### src/wb_macros.svh
// wishbone subsystem bus widths, slave select codes and register map constants
`ifndef WB_MACROS_SVH
`define WB_MACROS_SVH

// bus widths
`define WB_ADR_W 32
`define WB_DAT_W 32

// slave select byte position in the master address
`define WB_SEL_HI 31
`define WB_SEL_LO 24

// select codes, one per slave
`define WB_SEL_SCRATCH 8'h00
`define WB_SEL_TIMER   8'h01

// scratch words, addressed by local bits 5:2
`define WB_SCRATCH_DEPTH 16

// timer register byte offsets
`define WB_TMR_CTRL 4'h0
`define WB_TMR_CMP  4'h4
`define WB_TMR_CNT  4'h8
`define WB_TMR_STAT 4'hC

`endif
### src/wb_pkg.sv
// wishbone subsystem package with bus vector types and the timer register map
`include "wb_macros.svh"

package wb_pkg;

    // full bus address, select byte included
    typedef logic [`WB_ADR_W-1:0] adr_t;

    // one bus data word
    typedef logic [`WB_DAT_W-1:0] dat_t;

    // upper address byte that picks the slave
    typedef logic [`WB_SEL_HI-`WB_SEL_LO:0] sel_t;

    // timer registers by their byte offset
    // unaligned offsets fall outside the enum and decode as unmapped
    typedef enum logic [3:0] {
        TMR_CTRL = `WB_TMR_CTRL,
        TMR_CMP  = `WB_TMR_CMP,
        TMR_CNT  = `WB_TMR_CNT,
        TMR_STAT = `WB_TMR_STAT
    } tmr_reg_e;

endpackage

### src/wb_if.sv
// wishbone classic bus bundle between the interconnect and one slave
`timescale 1ns/10ps
`include "wb_macros.svh"

interface wb_if;

    // request side, owned by the master
    logic         cyc;
    logic         stb;
    logic         we;
    wb_pkg::adr_t adr;
    wb_pkg::dat_t dat_w;

    // response side, owned by the slave
    wb_pkg::dat_t dat_r;
    logic         ack;

    // interconnect end of the link
    modport master (
        output cyc,
        output stb,
        output we,
        output adr,
        output dat_w,
        input  dat_r,
        input  ack
    );

    // slave end of the link
    modport slave (
        input  cyc,
        input  stb,
        input  we,
        input  adr,
        input  dat_w,
        output dat_r,
        output ack
    );

endinterface

### src/wb_subsystem_top.sv
// wishbone subsystem top level with scratch registers and interval timer behind one port
`timescale 1ns/10ps
`include "wb_macros.svh"

module wb_subsystem_top (
    input  logic         clk,
    input  logic         arst_n_i,
    // master port
    input  logic         wb_cyc_i,
    input  logic         wb_stb_i,
    input  logic         wb_we_i,
    input  wb_pkg::adr_t wb_adr_i,
    input  wb_pkg::dat_t wb_dat_i,
    output wb_pkg::dat_t wb_dat_o,
    output logic         wb_ack_o,
    // timer interrupt out
    output logic         wb_int_o
);

    // timer interrupt, kept outside the bus bundle
    logic tmr_irq;

    // one link per slave
    wb_if s0_bus ();
    wb_if s1_bus ();

    // address decode and response merge
    wb_interconnect u_interconnect (
        .clk       (clk),
        .arst_n_i  (arst_n_i),
        .m_cyc_i   (wb_cyc_i),
        .m_stb_i   (wb_stb_i),
        .m_we_i    (wb_we_i),
        .m_adr_i   (wb_adr_i),
        .m_dat_i   (wb_dat_i),
        .m_dat_o   (wb_dat_o),
        .m_ack_o   (wb_ack_o),
        .m_int_o   (wb_int_o),
        .s0        (s0_bus.master),
        .s1        (s1_bus.master),
        .tmr_irq_i (tmr_irq)
    );

    // select 00
    wb_scratch_regs u_scratch (
        .clk      (clk),
        .arst_n_i (arst_n_i),
        .bus      (s0_bus.slave)
    );

    // select 01
    wb_interval_timer u_timer (
        .clk      (clk),
        .arst_n_i (arst_n_i),
        .bus      (s1_bus.slave),
        .irq_o    (tmr_irq)
    );

endmodule

### src/wb_interval_timer.sv
// wishbone slave interval timer with compare match status and interrupt
`timescale 1ns/10ps
`include "wb_macros.svh"

module wb_interval_timer (
    input  logic clk,
    input  logic arst_n_i,
    wb_if.slave  bus,
    output logic irq_o
);

    wb_pkg::tmr_reg_e reg_sel;
    wb_pkg::dat_t     cmp_q;
    wb_pkg::dat_t     cnt_q;
    wb_pkg::dat_t     rdata_q;
    wb_pkg::dat_t     rdata_d;
    logic [1:0]       ctrl_q;
    logic [1:0]       ctrl_d;
    logic             stat_q;
    logic             stat_d;
    logic             irq_q;
    logic             req;
    logic             accept;
    logic             wr;
    logic             ack_q;
    logic             done_q;
    logic             hit;

    // register decode on the low offset bits
    assign reg_sel = wb_pkg::tmr_reg_e'(bus.adr[3:0]);

    assign req    = bus.cyc & bus.stb;
    assign accept = req & ~ack_q & ~done_q;
    assign wr     = accept & bus.we;

    // same one-shot ack as the scratch slave
    always_ff @(posedge clk or negedge arst_n_i) begin
        if (!arst_n_i) begin
            ack_q  <= 1'b0;
            done_q <= 1'b0;
        end else begin
            ack_q  <= accept;
            done_q <= req & (done_q | ack_q);
        end
    end

    // bit 0 run, bit 1 irq enable
    assign ctrl_d = (wr && reg_sel == wb_pkg::TMR_CTRL) ? bus.dat_w[1:0] : ctrl_q;

    // compare match while running
    assign hit = ctrl_q[0] & (cnt_q == cmp_q);

    // write one clears, a match in the same cycle wins
    assign stat_d = (stat_q & ~(wr && reg_sel == wb_pkg::TMR_STAT && bus.dat_w[0])) | hit;

    always_ff @(posedge clk or negedge arst_n_i) begin
        if (!arst_n_i) begin
            ctrl_q <= '0;
            cmp_q  <= '0;
            cnt_q  <= '0;
            stat_q <= 1'b0;
            irq_q  <= 1'b0;
        end else begin
            ctrl_q <= ctrl_d;
            stat_q <= stat_d;
            // irq follows the next status and enable together
            irq_q  <= stat_d & ctrl_d[1];
            if (wr && reg_sel == wb_pkg::TMR_CMP) begin
                cmp_q <= bus.dat_w;
            end
            // free-running, wraps on match, frozen when stopped
            if (hit) begin
                cnt_q <= '0;
            end else if (ctrl_q[0]) begin
                cnt_q <= cnt_q + 1'b1;
            end
        end
    end

    // readback mux
    always_comb begin
        case (reg_sel)
            wb_pkg::TMR_CTRL: rdata_d = {{(`WB_DAT_W-2){1'b0}}, ctrl_q};
            wb_pkg::TMR_CMP:  rdata_d = cmp_q;
            wb_pkg::TMR_CNT:  rdata_d = cnt_q;
            wb_pkg::TMR_STAT: rdata_d = {{(`WB_DAT_W-1){1'b0}}, stat_q};
            default:          rdata_d = '0;
        endcase
    end

    always_ff @(posedge clk) begin
        if (accept) begin
            rdata_q <= rdata_d;
        end
    end

    assign bus.dat_r = rdata_q;
    assign bus.ack   = ack_q;
    assign irq_o     = irq_q;

    // clearing the enable takes the interrupt down on the same edge
    a_irq_needs_ie: assert property (@(posedge clk) disable iff (!arst_n_i)
        irq_o |-> ctrl_q[1])
        else $error("timer irq high with interrupt enable clear");

endmodule

### src/wb_scratch_regs.sv
// wishbone slave holding a small read/write scratch register file
`timescale 1ns/10ps
`include "wb_macros.svh"

module wb_scratch_regs (
    input  logic clk,
    input  logic arst_n_i,
    wb_if.slave  bus
);

    localparam int IDX_W = $clog2(`WB_SCRATCH_DEPTH);

    wb_pkg::dat_t           mem [`WB_SCRATCH_DEPTH];
    wb_pkg::dat_t           rdata_q;
    logic [IDX_W-1:0]       idx;
    logic                   req;
    logic                   accept;
    logic                   ack_q;
    logic                   done_q;

    // word index from local address, byte bits ignored
    assign idx = bus.adr[IDX_W+1:2];

    assign req = bus.cyc & bus.stb;

    // first edge of a new request
    // done_q covers a master that keeps stb up past ack
    assign accept = req & ~ack_q & ~done_q;

    // handshake state
    always_ff @(posedge clk or negedge arst_n_i) begin
        if (!arst_n_i) begin
            ack_q  <= 1'b0;
            done_q <= 1'b0;
        end else begin
            ack_q  <= accept;
            done_q <= req & (done_q | ack_q);
        end
    end

    // register file, cleared on reset
    always_ff @(posedge clk or negedge arst_n_i) begin
        if (!arst_n_i) begin
            for (int i = 0; i < `WB_SCRATCH_DEPTH; i++) begin
                mem[i] <= '0;
            end
        end else if (accept && bus.we) begin
            mem[idx] <= bus.dat_w;
        end
    end

    // read data lines up with ack
    // write cycles return the old word, master ignores it
    always_ff @(posedge clk) begin
        if (accept) begin
            rdata_q <= mem[idx];
        end
    end

    assign bus.dat_r = rdata_q;
    assign bus.ack   = ack_q;

    // registered ack must still find the request in place
    a_ack_in_cycle: assert property (@(posedge clk) disable iff (!arst_n_i)
        bus.ack |-> (bus.cyc && bus.stb))
        else $error("scratch ack outside of a bus cycle");

endmodule

### src/wb_interconnect.sv
// wishbone interconnect decoding the select byte to two slaves and merging responses
`timescale 1ns/10ps
`include "wb_macros.svh"

module wb_interconnect (
    input  logic         clk,
    input  logic         arst_n_i,
    // single bus master
    input  logic         m_cyc_i,
    input  logic         m_stb_i,
    input  logic         m_we_i,
    input  wb_pkg::adr_t m_adr_i,
    input  wb_pkg::dat_t m_dat_i,
    output wb_pkg::dat_t m_dat_o,
    output logic         m_ack_o,
    output logic         m_int_o,
    // slave links
    wb_if.master         s0,
    wb_if.master         s1,
    input  logic         tmr_irq_i
);

    wb_pkg::sel_t slave_sel;
    wb_pkg::adr_t local_adr;
    logic         hit_s0;
    logic         hit_s1;
    logic         um_req;
    logic         um_ack_q;
    logic         um_done_q;

    // upper byte picks the slave
    assign slave_sel = m_adr_i[`WB_SEL_HI:`WB_SEL_LO];
    assign hit_s0    = (slave_sel == `WB_SEL_SCRATCH);
    assign hit_s1    = (slave_sel == `WB_SEL_TIMER);

    // slaves only see their local offset
    assign local_adr = {{(`WB_ADR_W-`WB_SEL_LO){1'b0}}, m_adr_i[`WB_SEL_LO-1:0]};

    // slave 0 request qualified by select
    assign s0.cyc   = m_cyc_i & hit_s0;
    assign s0.stb   = m_stb_i & hit_s0;
    assign s0.we    = m_we_i & hit_s0;
    assign s0.adr   = local_adr;
    assign s0.dat_w = m_dat_i;

    // slave 1 request qualified by select
    assign s1.cyc   = m_cyc_i & hit_s1;
    assign s1.stb   = m_stb_i & hit_s1;
    assign s1.we    = m_we_i & hit_s1;
    assign s1.adr   = local_adr;
    assign s1.dat_w = m_dat_i;

    // nobody decodes this address
    assign um_req = m_cyc_i & m_stb_i & ~hit_s0 & ~hit_s1;

    // local responder for unmapped space
    // one ack per request and none again until stb drops
    always_ff @(posedge clk or negedge arst_n_i) begin
        if (!arst_n_i) begin
            um_ack_q  <= 1'b0;
            um_done_q <= 1'b0;
        end else begin
            um_ack_q  <= um_req & ~um_ack_q & ~um_done_q;
            um_done_q <= um_req & (um_done_q | um_ack_q);
        end
    end

    // response mux on the address held through ack
    always_comb begin
        case (slave_sel)
            `WB_SEL_SCRATCH: begin
                m_dat_o = s0.dat_r;
                m_ack_o = s0.ack;
            end
            `WB_SEL_TIMER: begin
                m_dat_o = s1.dat_r;
                m_ack_o = s1.ack;
            end
            default: begin
                // unmapped reads return zero
                m_dat_o = '0;
                m_ack_o = um_ack_q;
            end
        endcase
    end

    // only the timer can interrupt
    assign m_int_o = tmr_irq_i;

    // a slave that never saw a strobe has nothing to answer
    a_s0_ack_sel: assert property (@(posedge clk) disable iff (!arst_n_i)
        s0.ack |-> hit_s0)
        else $error("slave 0 answered with select %h", slave_sel);

    a_s1_ack_sel: assert property (@(posedge clk) disable iff (!arst_n_i)
        s1.ack |-> hit_s1)
        else $error("slave 1 answered with select %h", slave_sel);

    // merged ack stays a single pulse whichever source answered
    a_ack_pulse: assert property (@(posedge clk) disable iff (!arst_n_i)
        m_ack_o |=> !m_ack_o)
        else $error("master ack high for two cycles");

endmodule

### config.mk
export PLATFORM = sky130hd
export DESIGN_NAME = wb_subsystem_top
export DESIGN_NICKNAME = d
export VERILOG_FILES = /design/src/wb_pkg.sv /design/src/wb_if.sv /design/src/wb_subsystem_top.sv /design/src/wb_interval_timer.sv /design/src/wb_scratch_regs.sv /design/src/wb_interconnect.sv
export VERILOG_INCLUDE_DIRS = /design/src
export SDC_FILE = /design/constraint.sdc
export NUM_CORES = 1
export LEC_CHECK = 0
export BUFFER_PORTS_ARGS = -buffer_cell sky130_fd_sc_hd__clkbuf_2
export CAP_MARGIN = 20
export CORE_ASPECT_RATIO = 0.7
export CORE_MARGIN = 1.5
export CORE_UTILIZATION = 41
export CTS_CLUSTER_DIAMETER = 200
export DETAILED_ROUTE_END_ITERATION = 8
export PLACE_DENSITY_LB_ADDON = 0.08
export SLEW_MARGIN = 20
export SYNTH_ARGS = -nofsm -noshare
export SYNTH_HDL_FRONTEND = slang
export SYNTH_SLANG_ARGS = --single-unit
### constraint.sdc
create_clock -name clk -period 6.8 [get_ports clk]
set_clock_uncertainty 0.1 [all_clocks]
set_input_delay 0.68 -clock clk [delete_from_list [all_inputs] [get_ports clk]]
set_output_delay 0.68 -clock clk [all_outputs]
set_load 0.05 [all_outputs]
After elaboration in Yosys (flattened, before gate mapping)
Cells that the tools add are included.
Storage, ports and cells
  logic and storage cells: 97
  input bits: 69
  flip-flop bits (word level): 650
  output and inout port bits: 34
Cells by class
  $add $sub $neg: 1
  mux-type cells: 12
  bitwise gates (word level): 38
  reduce and logical (&&, ||, !) cells: 9
  $lt $le $gt $ge: 2
  eq/ne operators: 5
Operators with widths (number)
  512-bit bitwise mux: 1
  32-bit two-way mux: 5
  32-bit binary-select mux with 4-bit select: 1
  32-bit demux with 4-bit select: 1
  32-bit case mux with 4 select lines: 1
  32-bit case mux with 2 select lines: 1
  32-bit by 1-bit adder with 32-bit output, second input constant: 1
  32-bit == test: 1
  1-bit AND: 24
  1-bit inverter: 9
  4-bit == test, second input constant: 2
  8-bit by 1-bit == test with 1-bit output, second input constant: 1
  8-bit logical NOT: 1
  1-bit logical AND: 6
  5-bit greater-or-equal comparator, second input constant: 1
  5-bit by 1-bit < comparator with 1-bit output, second input constant: 1
  4-bit inverter with 5-bit output: 1
  4-bit by 3-bit == test with 1-bit output, second input constant: 1
  4-bit logical NOT: 1
  1-bit bitwise OR: 4
  2-bit two-way mux: 1
  1-bit case mux with 2 select lines: 1
  2-bit nonzero test: 1

Depth between registers and ports, before layout
  depth in word-level cells: 12
  gate-level depth with buffers: 8
  gate-level depth less buffers: 6

Hierarchy
From an unflattened synthesis, not the netlist that was laid out.
Second synthesis, totals
  cells, all modules: 2059
  area, all modules: 30475.5 um^2
Modules (own cells, without submodules)
  wb_scratch_regs: seq. area each 13823.3 um^2, cells each 1440, instances 1, area each 23912.9 um^2
  wb_interval_timer: seq. area each 2712.6 um^2, cells each 399, instances 1, area each 4895.9 um^2
  wb_interconnect: seq. area each 50.0 um^2, cells each 220, instances 1, area each 1666.6 um^2

Worst setup path before layout
Ideal clock, no wire load.
  path kind: input to register
  start point: in wb_adr_i[31]
  end point: reg u_scratch.rdata_q[0] (netlist: u_scratch.bus.dat_r[0]), enable pin
  data required time: 6237 ps
  data arrival time: 3927 ps
  setup time: 463 ps
  cell stages on the path: 4
  path buffers: 0
  slack: 2310 ps
  cells stage by stage: or4_1 > nor3_1 > nand2b_1 > nor3_1
Between the ends
  word-level cells in the longest chain between the ends: 5
  elaborated cells between the ends (all ways): 6
  those cells by class: 5 x bitwise; 1 x reduce/logical
Ends and longest elaborated chain
  from (decl): RTL line wb_subsystem_top.sv:12  | input wb_pkg::adr_t wb_adr_i,
  8-bit logical NOT (*)
  1-bit AND (on tied branches): RTL line wb_interconnect.sv:40, wb_interconnect.sv:41
  1-bit AND (*): RTL line wb_scratch_regs.sv:24  | assign req = bus.cyc & bus.stb;
  1-bit AND (*) (2 in series): RTL line wb_scratch_regs.sv:28  | assign accept = req & ~ack_q & ~done_q;
  named net u_scratch.accept: RTL line wb_scratch_regs.sv:17  | logic accept;
  to (signal assigned): RTL line wb_scratch_regs.sv:56  | rdata_q <= mem[idx];
  to (decl): RTL line wb_scratch_regs.sv:14  | wb_pkg::dat_t rdata_q;
Mark *: on every way through the listed nets, which the timed path passes. The rest lies on a longest branch.
A chain may end at the register's enable or synchronous reset.

Worst setup path in the final report
  start point: in wb_adr_i[31]
  end point: reg u_scratch.mem[390] (netlist name)
Between the ends
  word-level cells in the longest chain between the ends: 6
  elaborated cells between the ends (all ways): 8
  those cells by class: 6 x bitwise; 2 x reduce/logical
Ends and longest elaborated chain
  8-bit logical NOT (*)
  1-bit AND (on tied branches): RTL line wb_interconnect.sv:40, wb_interconnect.sv:41
  1-bit AND: RTL line wb_scratch_regs.sv:24
  1-bit AND (2 in series): RTL line wb_scratch_regs.sv:28
  1-bit logical AND (*): RTL line wb_scratch_regs.sv:47  | end else if (accept && bus.we) begin
  to (signal, indexed assignment): RTL line wb_scratch_regs.sv:48  | mem[idx] <= bus.dat_w;
  to (decl): RTL line wb_scratch_regs.sv:13  | wb_pkg::dat_t mem [`WB_SCRATCH_DEPTH];
Mark *: on every way between the ends. The rest lies on a longest branch, timed or not.

==> out/qor.yml <==
outcome: "completed"
power_leakage_nw: 15.37
synth_top_area_share: 0.5025
clk_pin_slew_ps: 60
syn_to_final_growth_pct: 13.25
postSynthAreaPerCell_um2: 15.89
synth_edf_count: 64
drt-total-wl_um: 79210
route.met3.wl_um: 4414
initial_utilization: 0.4161
drv_cap: 0
drt_iter0_drc: 1289
power_mw: 8.122
drive_above_1_share: 0.4850
port_buffers: 84
vias: 16463
ys.flop_type: "dfrtp_1"
cts_resized: 0
rsz0062_at_grt: "false"
grt_pass1_wl_um: 118300
setup_slack_ps: 3001
crit_fanout: 19
insertion_delay_ps: 610
grt_start_max_net_pins: 133
place_ws_ps: 2384
ios: 103
clock_path_buffers: 3
netSwitchingFraction: 0.2208
seq_area_um2: 16590
synth_cell_types: 44
syn-num-nets: 1906
p_int_mw: 6.329
cp-end-kind: "flop"
gp_congestion: 0.8011
cp.required_ps: 7180
grt_overflow: 0
synthTopCellsByArea: "dfrtp_1 50%, mux2_2 21%, mux4_2 12%, edfxtp_1 6.6%, xnor2_1 1.2%"
final_area_um2: 33050
placed_area_um2: 30710
synth_seq_cells: 650
yosysWarnings: 0
worstSetupStartpointType: "input port"
die_w_um: 321.9
sequentialPowerShare: 0.483
dr_wl_met2_um: 34000
top_layer: "met5"
rows: 81
cts_tree: "done"
fmax_mhz: 263.2
wirelength_met1_um: 39470
cts_root_buf: "clkbuf_16"
slew_violations: 0
cts_hold_buf: 0
routedWlPerCell_um: 27.37
syn_area_um2: 29180
multiInputGateArea_um2: 12060
cts_htree_levels: 3
finalHoldViolCount: 0
seq_area_frac_synth: 0.5683
dp_hpwl_um: 47780
rrSetupSlack_ps: 3460
clock_power_share: 0.481
cp_data_arrival_time_ps: 4180
antenna_found_initial: 7
ant_nets: 0
clock-sinks: 650
vias_per_cell: 5.689
die_h_um: 226.2
cellPowerDensity_nw_per_um2: 245.7
vdd_ir_drop_max_mv: 0.1691
cts_buffers: 71
syn-instance-count: 1836
critPathKind: "input port to flop"
slew_headroom: 0.2183
p_sw_mw: 1.793
ys_top_cells_by_count: "586 x dfrtp_1, 532 x mux2_2, 161 x mux4_2"
yosys.cell_count.top_type: "dfrtp_1"
coreArea_um2: 70130
drc: 0
grt_usage: 0.2237
post-cts-setup-buffers: 0
dieArea_um2: 72810
fillers: 6178
min_path_type: "input port to async pin"
comb_power_share: 0.036
grt_pass1_vias: 17202
yosysTopAreaCell: "dfrtp_1"
first_pass_iters: 5
async_flop_share: 0.9015
period_needed_ps: 3799
tns_ps: 0
fin_nets: 1954
final.period_utilization: 0.5586
setup_viol: 0
worst_slew_pin_slew_ps: 1169
[per-stage QoR]
step                  util  hold WS [ps]  instances
floorplan                -         284.4       1836
finish              0.4713         24.46       2894
global route        0.4712         80.86       2893
detailed placement  0.4379         371.0       2765
CTS                 0.4712         65.25       2892
global placement    0.4372         362.1       2763
[cell type report]
cell class	instances	area share
multi-input cells	1027	0.3649
repair buffers	121	0.02487
inverters	13	0.001476
clock inverters	16	0.006171
clock buffers	111	0.06443
flip-flops and latches	650	0.5018
well taps	954	0.03612
diodes	2	0.0001514
[cells in the final DEF, fill, tap and decap left out, types with 3 or more instances in the layout]
master / Yosys / final
clkbuf_1: 46 / 22
nor4_1: 5 / 5
xnor2_1: 41 / 41
mux2i_1: 34 / 34
nand2b_1: 4 / 4
nor3_4: 0 / 6
nand3_1: 12 / 11
xor2_1: 15 / 15
nor2_1: 86 / 77
a22o_1: 30 / 30
and4_1: 6 / 6
nor2_4: 0 / 9
and3_1: 4 / 3
nand4_1: 18 / 18
inv_1: 13 / 13
edfxtp_1: 64 / 64
nor3_1: 14 / 12
clkinv_1: 0 / 3
mux2_2: 532 / 532
clkinv_2: 0 / 7
buf_12: 0 / 6
nand2_1: 13 / 13
and2_1: 3 / 3
mux2_1: 14 / 14
mux4_2: 161 / 161
nor2b_1: 4 / 4
buf_4: 0 / 31
clkbuf_16: 0 / 73
or4_1: 3 / 3
bufinv_16: 0 / 5
clkbuf_8: 0 / 16
dfrtp_1: 586 / 586
clkbuf_2: 0 / 79
[worst paths after layout]
check / startpoint / endpoint / depth (start not counted)
worst min-delay path: arst_n_i / u_scratch.mem[347]$_DFFE_PN0P_ / 1
worst max register to register: u_scratch.bus.ack$_DFF_PN0_ / u_scratch.mem[390]$_DFFE_PN0P_ / 5
max in group asynchronous: arst_n_i / u_scratch.mem[402]$_DFFE_PN0P_ / 2
min in group clk: wb_adr_i[0] / u_timer.bus.dat_r[1]$_SDFFCE_PN0N_ / 2
worst min register to register: u_scratch.mem[481]$_DFFE_PN0P_ / u_scratch.mem[481]$_DFFE_PN0P_ / 1
worst max-delay path: wb_adr_i[31] / u_scratch.mem[390]$_DFFE_PN0P_ / 7
[cells by family (layout without fill, tap and decap cells)]
kind of cell    after synthesis  after routing  share of synthesized area
simple gates                188            188                    0.03357
other cells                   0              2                          0
xor+xnor                     56             56                    0.01681
fa+ha+maj                     1              1                  0.0004287
compound gates               41             41                    0.01175
buf+inv                     159            261                    0.02251
mux                         741            741                     0.3466
flops                       650            650                     0.5683
[power by group through the flow]
stage | Clock [mW] | Combinational (mW) | Sequential, mW
4_1_cts | 4.01 | 0.302 | 3.92
2_1_floorplan | 0 | 0.131 | 3.99
3_5_place_dp | 0 | 0.302 | 3.99
5_1_grt | 4.16 | 0.326 | 3.92
6_report | 3.91 | 0.294 | 3.92
3_3_place_gp | 0 | 0.298 | 3.99
[layer usage]
| layer | global-route usage | up-vias |
|---|---|---|
| met5 | 0 | - |
| li1 | - | 6940 |
| met4 | 0.04960 | 2 |
| met1 | 0.3459 | 9061 |
| met2 | 0.3199 | 366 |
| met3 | 0.04861 | 94 |
[registers in the layout (all words and copies together), names as in the netlist]
signal / cells
u_interconnect.um_done_q: 1
u_scratch.mem: 512
u_timer.stat_q: 1
u_timer.irq_o: 1
u_scratch.bus.dat_r: 32
u_timer.done_q: 1
u_timer.ctrl_q: 2
u_scratch.done_q: 1
u_timer.cnt_q: 32
u_timer.bus.dat_r: 32
u_scratch.bus.ack: 1
u_timer.cmp_q: 32
u_timer.bus.ack: 1
u_interconnect.um_ack_q: 1
[worst max-delay path: stages]
cell and delay (ps):
clkbuf_2 70, or4_1 610, nor4_4 440, nand4_1 440
nor3_4 930, buf_4 570, mux2_2 400
No activity file was read; power rests on OpenSTA's default activity.
